File: config.mk
export PLATFORM = sky130hd
export DESIGN_NAME = rv_byte_core
export DESIGN_NICKNAME = d
export VERILOG_FILES = /design/src/design/rv_byte_pkg.sv /design/src/design/rv_byte_core.sv /design/src/design/rv_decode.sv /design/src/design/rv_execute.sv /design/src/design/rv_fetch.sv /design/src/design/rv_regfile.sv
export SDC_FILE = /design/constraint.sdc
export NUM_CORES = 2
export LEC_CHECK = 0
export ABC_CLOCK_PERIOD_IN_PS = 36200
export BUFFER_PORTS_ARGS = -buffer_cell sky130_fd_sc_hd__buf_2
export CAP_MARGIN = 10
export CORE_UTILIZATION = 58
export DETAILED_ROUTE_END_ITERATION = 6
export PLACE_DENSITY = 0.77
export SETUP_SLACK_MARGIN = 0.1
export SLEW_MARGIN = 10
export SYNTH_ARGS = -nofsm -noshare
export SYNTH_HDL_FRONTEND = slang
export SYNTH_SLANG_ARGS = --single-unit
File: constraint.sdc
create_clock -name clk -period 36.2 [get_ports clk]
set_input_delay 7.24 -clock clk [delete_from_list [all_inputs] [get_ports clk]]
set_output_delay 7.24 -clock clk [all_outputs]
set_load 0.02 [all_outputs]
File: src/design/rv_byte_pkg.sv
`default_nettype none

package rv_byte_pkg;

  // data path and address width
  parameter int XLEN = 32;
  // register index width, 32 architectural registers
  parameter int REG_AW = 5;

  // major opcodes, only the two integer ALU groups are decoded
  parameter logic [6:0] OPC_OP     = 7'b0110011;
  parameter logic [6:0] OPC_OP_IMM = 7'b0010011;

  // funct3 codes, identical for the register and immediate forms
  parameter logic [2:0] F3_ADD = 3'b000;
  parameter logic [2:0] F3_XOR = 3'b100;
  parameter logic [2:0] F3_OR  = 3'b110;
  parameter logic [2:0] F3_AND = 3'b111;

  // alu op codes passed from decode to execute
  parameter int ALU_OP_W = 3;
  parameter logic [ALU_OP_W-1:0] ALU_ADD = 3'd0;
  parameter logic [ALU_OP_W-1:0] ALU_SUB = 3'd1;
  parameter logic [ALU_OP_W-1:0] ALU_XOR = 3'd2;
  parameter logic [ALU_OP_W-1:0] ALU_OR  = 3'd3;
  parameter logic [ALU_OP_W-1:0] ALU_AND = 3'd4;

  // one instruction word seen as R-type or as I-type
  typedef union packed {
    // register-register layout
    struct packed {
      logic [6:0]        funct7;
      logic [REG_AW-1:0] rs2;
      logic [REG_AW-1:0] rs1;
      logic [2:0]        funct3;
      logic [REG_AW-1:0] rd;
      logic [6:0]        opcode;
    } r_view;
    // register-immediate layout, imm is sign-extended later
    struct packed {
      logic [11:0]       imm;
      logic [REG_AW-1:0] rs1;
      logic [2:0]        funct3;
      logic [REG_AW-1:0] rd;
      logic [6:0]        opcode;
    } i_view;
  } rv_instr_u;

endpackage

`default_nettype wire

File: src/design/rv_byte_core.sv
`timescale 1ns/1ps
`default_nettype none

module rv_byte_core #(
  parameter logic [rv_byte_pkg::XLEN-1:0] RESET_PC = '0
) (
  input  wire logic                           clk,
  input  wire logic                           rst,
  input  wire logic                           rdy_i,
  input  wire logic [7:0]                     mem_data_i,
  output logic      [rv_byte_pkg::XLEN-1:0]   mem_addr_o,
  output logic                                wb_valid_o,
  output logic      [rv_byte_pkg::REG_AW-1:0] wb_rd_o,
  output logic      [rv_byte_pkg::XLEN-1:0]   wb_data_o
);
  import rv_byte_pkg::*;

  // fetch to decode
  rv_instr_u           instr;
  logic                instr_valid;
  // decode and register file
  logic [REG_AW-1:0]   rs1_addr;
  logic [REG_AW-1:0]   rs2_addr;
  logic [XLEN-1:0]     rs1_data;
  logic [XLEN-1:0]     rs2_data;
  // decode to execute
  logic                op_valid;
  logic [ALU_OP_W-1:0] alu_op;
  logic [XLEN-1:0]     opnd_a;
  logic [XLEN-1:0]     opnd_b;
  logic [REG_AW-1:0]   rd;

  rv_fetch #(.RESET_PC(RESET_PC)) u_fetch (
    .clk(clk), .rst(rst), .rdy_i(rdy_i), .mem_data_i(mem_data_i),
    .mem_addr_o(mem_addr_o), .instr_o(instr), .instr_valid_o(instr_valid)
  );

  rv_decode u_decode (
    .clk(clk), .rst(rst), .rdy_i(rdy_i),
    .instr_i(instr), .instr_valid_i(instr_valid),
    .rs1_data_i(rs1_data), .rs2_data_i(rs2_data),
    .rs1_addr_o(rs1_addr), .rs2_addr_o(rs2_addr),
    .op_valid_o(op_valid), .alu_op_o(alu_op),
    .opnd_a_o(opnd_a), .opnd_b_o(opnd_b), .rd_o(rd)
  );

  // a held wb strobe during a stall rewrites the same value
  rv_regfile u_regfile (
    .clk(clk), .rst(rst),
    .rs1_addr_i(rs1_addr), .rs2_addr_i(rs2_addr),
    .we_i(wb_valid_o), .rd_i(wb_rd_o), .wd_i(wb_data_o),
    .rs1_data_o(rs1_data), .rs2_data_o(rs2_data)
  );

  rv_execute u_execute (
    .clk(clk), .rst(rst), .rdy_i(rdy_i),
    .op_valid_i(op_valid), .alu_op_i(alu_op),
    .opnd_a_i(opnd_a), .opnd_b_i(opnd_b), .rd_i(rd),
    .wb_valid_o(wb_valid_o), .wb_rd_o(wb_rd_o), .wb_data_o(wb_data_o)
  );

endmodule

`default_nettype wire

File: src/design/rv_decode.sv
`timescale 1ns/1ps
`default_nettype none

module rv_decode (
  input  wire logic                             clk,
  input  wire logic                             rst,
  input  wire logic                             rdy_i,
  input  wire rv_byte_pkg::rv_instr_u           instr_i,
  input  wire logic                             instr_valid_i,
  input  wire logic [rv_byte_pkg::XLEN-1:0]     rs1_data_i,
  input  wire logic [rv_byte_pkg::XLEN-1:0]     rs2_data_i,
  output logic      [rv_byte_pkg::REG_AW-1:0]   rs1_addr_o,
  output logic      [rv_byte_pkg::REG_AW-1:0]   rs2_addr_o,
  output logic                                  op_valid_o,
  output logic      [rv_byte_pkg::ALU_OP_W-1:0] alu_op_o,
  output logic      [rv_byte_pkg::XLEN-1:0]     opnd_a_o,
  output logic      [rv_byte_pkg::XLEN-1:0]     opnd_b_o,
  output logic      [rv_byte_pkg::REG_AW-1:0]   rd_o
);
  import rv_byte_pkg::*;

  logic                is_op;
  logic                is_op_imm;
  logic [2:0]          funct3;
  logic                f3_ok;
  logic                f7_ok;
  logic                legal;
  logic [ALU_OP_W-1:0] alu_op_d;
  logic [XLEN-1:0]     imm_ext;

  // opcode sits in the same bits in both views
  assign is_op     = (instr_i.r_view.opcode == OPC_OP);
  assign is_op_imm = (instr_i.i_view.opcode == OPC_OP_IMM);

  // funct3, rs1 and rd share their bits in both views
  assign funct3 = instr_i.r_view.funct3;

  // funct3 to alu op, funct7 bit 5 turns an R-type add into sub
  always_comb begin
    f3_ok    = 1'b1;
    alu_op_d = ALU_ADD;
    case (funct3)
      F3_ADD: alu_op_d = (is_op && instr_i.r_view.funct7[5]) ? ALU_SUB : ALU_ADD;
      F3_XOR: alu_op_d = ALU_XOR;
      F3_OR:  alu_op_d = ALU_OR;
      F3_AND: alu_op_d = ALU_AND;
      default: f3_ok = 1'b0;
    endcase
  end

  // only funct7 of zero, or 0100000 with add, is a known R-type
  assign f7_ok = !is_op
              || (instr_i.r_view.funct7 == 7'b0000000)
              || (funct3 == F3_ADD && instr_i.r_view.funct7 == 7'b0100000);

  assign legal = (is_op || is_op_imm) && f3_ok && f7_ok;

  assign rs1_addr_o = instr_i.r_view.rs1;
  // rs2 only matters for R-type, unused data otherwise
  assign rs2_addr_o = instr_i.r_view.rs2;

  assign imm_ext = {{(XLEN-12){instr_i.i_view.imm[11]}}, instr_i.i_view.imm};

  // unsupported words simply produce no op_valid_o
  always_ff @(posedge clk or posedge rst) begin
    if (rst) begin
      op_valid_o <= 1'b0;
    end else if (rdy_i) begin
      op_valid_o <= instr_valid_i && legal;
    end
  end

  // operands captured the cycle after the word arrives
  always_ff @(posedge clk) begin
    if (rdy_i && instr_valid_i) begin
      alu_op_o <= alu_op_d;
      opnd_a_o <= rs1_data_i;
      opnd_b_o <= is_op ? rs2_data_i : imm_ext;
      rd_o     <= instr_i.r_view.rd;
    end
  end

endmodule

`default_nettype wire

File: src/design/rv_execute.sv
`timescale 1ns/1ps
`default_nettype none

module rv_execute (
  input  wire logic                             clk,
  input  wire logic                             rst,
  input  wire logic                             rdy_i,
  input  wire logic                             op_valid_i,
  input  wire logic [rv_byte_pkg::ALU_OP_W-1:0] alu_op_i,
  input  wire logic [rv_byte_pkg::XLEN-1:0]     opnd_a_i,
  input  wire logic [rv_byte_pkg::XLEN-1:0]     opnd_b_i,
  input  wire logic [rv_byte_pkg::REG_AW-1:0]   rd_i,
  output logic                                  wb_valid_o,
  output logic      [rv_byte_pkg::REG_AW-1:0]   wb_rd_o,
  output logic      [rv_byte_pkg::XLEN-1:0]     wb_data_o
);
  import rv_byte_pkg::*;

  logic [XLEN-1:0] alu_res;

  // add and sub wrap modulo 2^32
  always_comb begin
    case (alu_op_i)
      ALU_ADD: alu_res = opnd_a_i + opnd_b_i;
      ALU_SUB: alu_res = opnd_a_i - opnd_b_i;
      ALU_XOR: alu_res = opnd_a_i ^ opnd_b_i;
      ALU_OR:  alu_res = opnd_a_i | opnd_b_i;
      ALU_AND: alu_res = opnd_a_i & opnd_b_i;
      default: alu_res = '0;
    endcase
  end

  always_ff @(posedge clk or posedge rst) begin
    if (rst) begin
      wb_valid_o <= 1'b0;
    end else if (rdy_i) begin
      wb_valid_o <= op_valid_i;
    end
  end

  // result and index only move along with a valid op
  always_ff @(posedge clk) begin
    if (rdy_i && op_valid_i) begin
      wb_rd_o   <= rd_i;
      wb_data_o <= alu_res;
    end
  end

endmodule

`default_nettype wire

File: src/design/rv_fetch.sv
`timescale 1ns/1ps
`default_nettype none

module rv_fetch #(
  parameter logic [rv_byte_pkg::XLEN-1:0] RESET_PC = '0
) (
  input  wire logic                         clk,
  input  wire logic                         rst,
  input  wire logic                         rdy_i,
  input  wire logic [7:0]                   mem_data_i,
  output logic      [rv_byte_pkg::XLEN-1:0] mem_addr_o,
  output logic      [rv_byte_pkg::XLEN-1:0] instr_o,
  output logic                              instr_valid_o
);
  import rv_byte_pkg::*;

  // st_addr puts the word address on the bus, st_b0..st_b3 take the bytes
  localparam logic [2:0] ST_ADDR = 3'd0;
  localparam logic [2:0] ST_B0   = 3'd1;
  localparam logic [2:0] ST_B1   = 3'd2;
  localparam logic [2:0] ST_B2   = 3'd3;
  localparam logic [2:0] ST_B3   = 3'd4;

  logic [2:0] state;
  // rdy_i seen in the previous cycle
  logic       rdy_q;
  // byte that arrived in the first cycle of a stall
  logic [7:0] byte_hold;
  logic [7:0] byte_in;

  // memory keeps answering the held address while stalled,
  // so after a stall the wanted byte is the one saved on entry
  assign byte_in = rdy_q ? mem_data_i : byte_hold;

  always_ff @(posedge clk or posedge rst) begin
    if (rst) begin
      rdy_q <= 1'b1;
    end else begin
      rdy_q <= rdy_i;
    end
  end

  always_ff @(posedge clk) begin
    if (rdy_q && !rdy_i) begin
      byte_hold <= mem_data_i;
    end
  end

  // mem_addr_o doubles as the program counter
  always_ff @(posedge clk or posedge rst) begin
    if (rst) begin
      state         <= ST_ADDR;
      mem_addr_o    <= RESET_PC;
      instr_valid_o <= 1'b0;
    end else if (rdy_i) begin
      instr_valid_o <= 1'b0;
      case (state)
        ST_ADDR: begin
          mem_addr_o <= mem_addr_o + XLEN'(1);
          state      <= ST_B0;
        end
        ST_B0: begin
          mem_addr_o <= mem_addr_o + XLEN'(1);
          state      <= ST_B1;
        end
        ST_B1: begin
          mem_addr_o <= mem_addr_o + XLEN'(1);
          state      <= ST_B2;
        end
        ST_B2: begin
          // bus now moves on to the next word at pc+4
          mem_addr_o <= mem_addr_o + XLEN'(1);
          state      <= ST_B3;
        end
        ST_B3: begin
          instr_valid_o <= 1'b1;
          state         <= ST_ADDR;
        end
        default: begin
          state <= ST_ADDR;
        end
      endcase
    end
  end

  // shift right so byte 0 ends up in bits 7:0 after four steps
  always_ff @(posedge clk) begin
    if (rdy_i && state != ST_ADDR) begin
      instr_o <= {byte_in, instr_o[XLEN-1:8]};
    end
  end

endmodule

`default_nettype wire

File: src/design/rv_regfile.sv
`timescale 1ns/1ps
`default_nettype none

module rv_regfile (
  input  wire logic                           clk,
  input  wire logic                           rst,
  input  wire logic [rv_byte_pkg::REG_AW-1:0] rs1_addr_i,
  input  wire logic [rv_byte_pkg::REG_AW-1:0] rs2_addr_i,
  input  wire logic                           we_i,
  input  wire logic [rv_byte_pkg::REG_AW-1:0] rd_i,
  input  wire logic [rv_byte_pkg::XLEN-1:0]   wd_i,
  output logic      [rv_byte_pkg::XLEN-1:0]   rs1_data_o,
  output logic      [rv_byte_pkg::XLEN-1:0]   rs2_data_o
);
  import rv_byte_pkg::*;

  // x0 has no storage, only x1..x31
  logic [XLEN-1:0] regs [1:31];

  always_ff @(posedge clk or posedge rst) begin
    if (rst) begin
      for (int i = 1; i < 32; i++) begin
        regs[i] <= '0;
      end
    end else if (we_i && rd_i != '0) begin
      // writes to x0 are dropped here
      regs[rd_i] <= wd_i;
    end
  end

  // reads are combinational, x0 always reads zero
  always_comb begin
    rs1_data_o = '0;
    if (rs1_addr_i != '0) begin
      rs1_data_o = regs[rs1_addr_i];
    end
  end

  always_comb begin
    rs2_data_o = '0;
    if (rs2_addr_i != '0) begin
      rs2_data_o = regs[rs2_addr_i];
    end
  end

endmodule

`default_nettype wire

==> metrics <==
status=completed; grt ovf=0; PwrDens=45.6 nW/um^2; total clock sinks=1180; Starting Density=58.8%; Tot GR Track Use=33.3%; area grow syn2layout=9.41%; ANT nets after route=0; final worst-path cycle share=29.8%; syn_area_per_cell=14.9 um^2; Setup Fix Bufs, Post-CTS=0; post-synthesis register bit count=1180; CTS hold repair buffers=0; first-pass GRT wire length=272 mm; CORE AREA=108000 um^2; Syn Inst Count=4244; Port Buffers=80; Yosys warnings=0; IO Pins=81; wire length per cell=31.9 um; syn nets=4353; Max Fclk=92.7 MHz; number of global-route vias before repair=40972; Final setup viols=0; RSZ-0062 raised after global routing=no; VDD IR max=0.0441 mV; die height=332 um; number of flops mapped to enable cells by yosys=149; largest net degree at the start of global routing=167; Async SR Flop Fraction=87.4%; most common cell after layout, fill and taps aside=dfrtp_1; Clock Path Buffers=3; CTS root buf=clkbuf_16; final WL=181 mm; Site Rows=120; Worst Tran Pin Value=1.25 ns; Crit. End Element=asynchronous set/reset pin; Num CTS Buffers=120; CP required=36.95 ns; max_slew headroom=16.5%; hold crit path type=reg2reg; H-tree Lvls=3; initial antenna violation count=2; post-layout min period=10.79 ns; Pre-Repair DR Iteration Count=7; post-route setup slack=25.41 ns; Mapped Area=63300 um^2; Final Max Slew Viols=0; DRT iter0 DRCs=4655; Leakage=31.8 nW; DRC violations left=0; DP Wirelength=102 mm; Yosys cell types=73; Core Util, Final=64.4%; clock latency at the later pin of the worst-skew pair=0.72 ns; ys flop type=dfrtp_1; Via density=7.08; critical path type=in2async; post-synthesis sequential area ratio=47.8%; Via Count=40123; Fin Setup TNS=0 ns; Max FO, Critical Path=166; commonest cells after routing, fill and taps aside=dfrtp_1, mux2_2, mux4_2; crit start category=primary input; final-stage net count=4268; Place WS=24.46 ns; Clock transition at path regs=0.06 ns; # Max-Cap Violations=0; Hold Worst Slack=0.424 ns; CTS tree=built; Die Area=111000 um^2; Hold Vio Cnt, Final=0; WP data arrival=11.54 ns; post-CTS sizing=0; share of post-route cells with drive strength above 1=45.1%; Die Wd=332 um; gpl congestion=0.936; clk_skew=0.0199 ns
==> power by group <==
group,internal [mW],total (mW),switching (mW)
Combinational,0.154,0.446,0.292
Clock,0.783,1.33,0.543
Sequential,1.37,1.39,0.0184
Total,2.30,3.16,0.853
==> worst max-delay path, stage by stage <==
cell and delay, ns:
buf_2 0.13, clkinvlp_4 0.08, buf_12 0.54, buf_4 0.68, buf_4 0.82, buf_4 0.82, buf_4 0.78
==> cell families after synthesis <==
logic type                 share of synthesized area [%]
muxes                                               39.9
DFF                                                 47.8
buffers and inverters                               2.89
AOI/OAI and AO/OA                                   3.80
and+or+nand+nor                                     2.40
adders and majority gates                           1.95
xor gates and xnor gates                            1.26
==> worst paths after layout <==
| kind | start | to | depth (start not counted) | slack [ns] |
|---|---|---|---|---|
| worst max-delay path | rst | u_regfile.regs[698] | 7 | 25.41 |
| worst min-delay path | u_fetch.instr_o[7] | u_decode.rd_o[0] | 0 | 0.42 |
| worst max register to register | u_fetch.instr_o[15] | u_decode.opnd_a_o[28] | 10 | 29.80 |
| worst min register to register | u_fetch.instr_o[7] | u_decode.rd_o[0] | 0 | 0.42 |
| max in group clk | u_execute.wb_data_o[13] | wb_data_o[13] | 1 | 26.73 |
| min in group asynchronous | rst | u_regfile.regs[455] | 3 | 6.75 |
==> layer usage <==
layer	vias to the layer above	global-route usage, %	part of all wire [%]
met5	-	0	0.027
met4	2	13.6	4.3
met3	452	7.75	9.8
met2	2143	51.6	47
met1	21374	45.6	39
li1	16152	-	-
==> stage by stage <==
step                      cells  power, mW  instance area [um^2]
after global placement     5440       1.85                 65100
final                      5668       3.16                 69300
after floorplan            4244       1.72                 63300
after global routing       5667       3.24                 69300
after CTS                  5667       3.17                 69300
after detailed placement   5440       1.85                 65100
==> state kept, by name (all words and copies together) (netlist names), 3 cells and up <==
name,cells
u_fetch.instr_o,32
u_decode.alu_op_o,3
u_decode.rd_o,5
u_fetch.state,3
u_execute.wb_rd_o,5
u_fetch.byte_hold,8
u_regfile.regs,992
u_decode.opnd_a_o,32
u_execute.wb_data_o,32
u_fetch.mem_addr_o,32
u_decode.opnd_b_o,32
==> synthesized netlist by cell type (all sizes together), types with 34 or more instances <==
cell    instances  area share (%)
inv            91            0.54
mux2i          71             1.1
xnor2          67            0.93
a22o           34            0.47
ha             97             1.9
clkbuf        270             1.6
buf           123            0.75
nand3          36            0.28
mux2         1098              20
nand2         111            0.66
a21oi          80            0.63
mux4          541              19
edfxtp        149             7.1
nor2           91            0.54
o21ai          93            0.74
dfrtp        1030              41
==> cell type report <==
class | count | area, um^2
flip-flops and latches | 1180 | 30300
diodes | 1 | 2.50
repair buffers | 186 | 1260
inverters | 91 | 345
clock inverters | 67 | 773
multi-input cells | 2580 | 31400
clock buffers | 160 | 3450
fillers | 7530 | 38400
well taps | 1403 | 1760
Power figures use the tool's default switching activity.
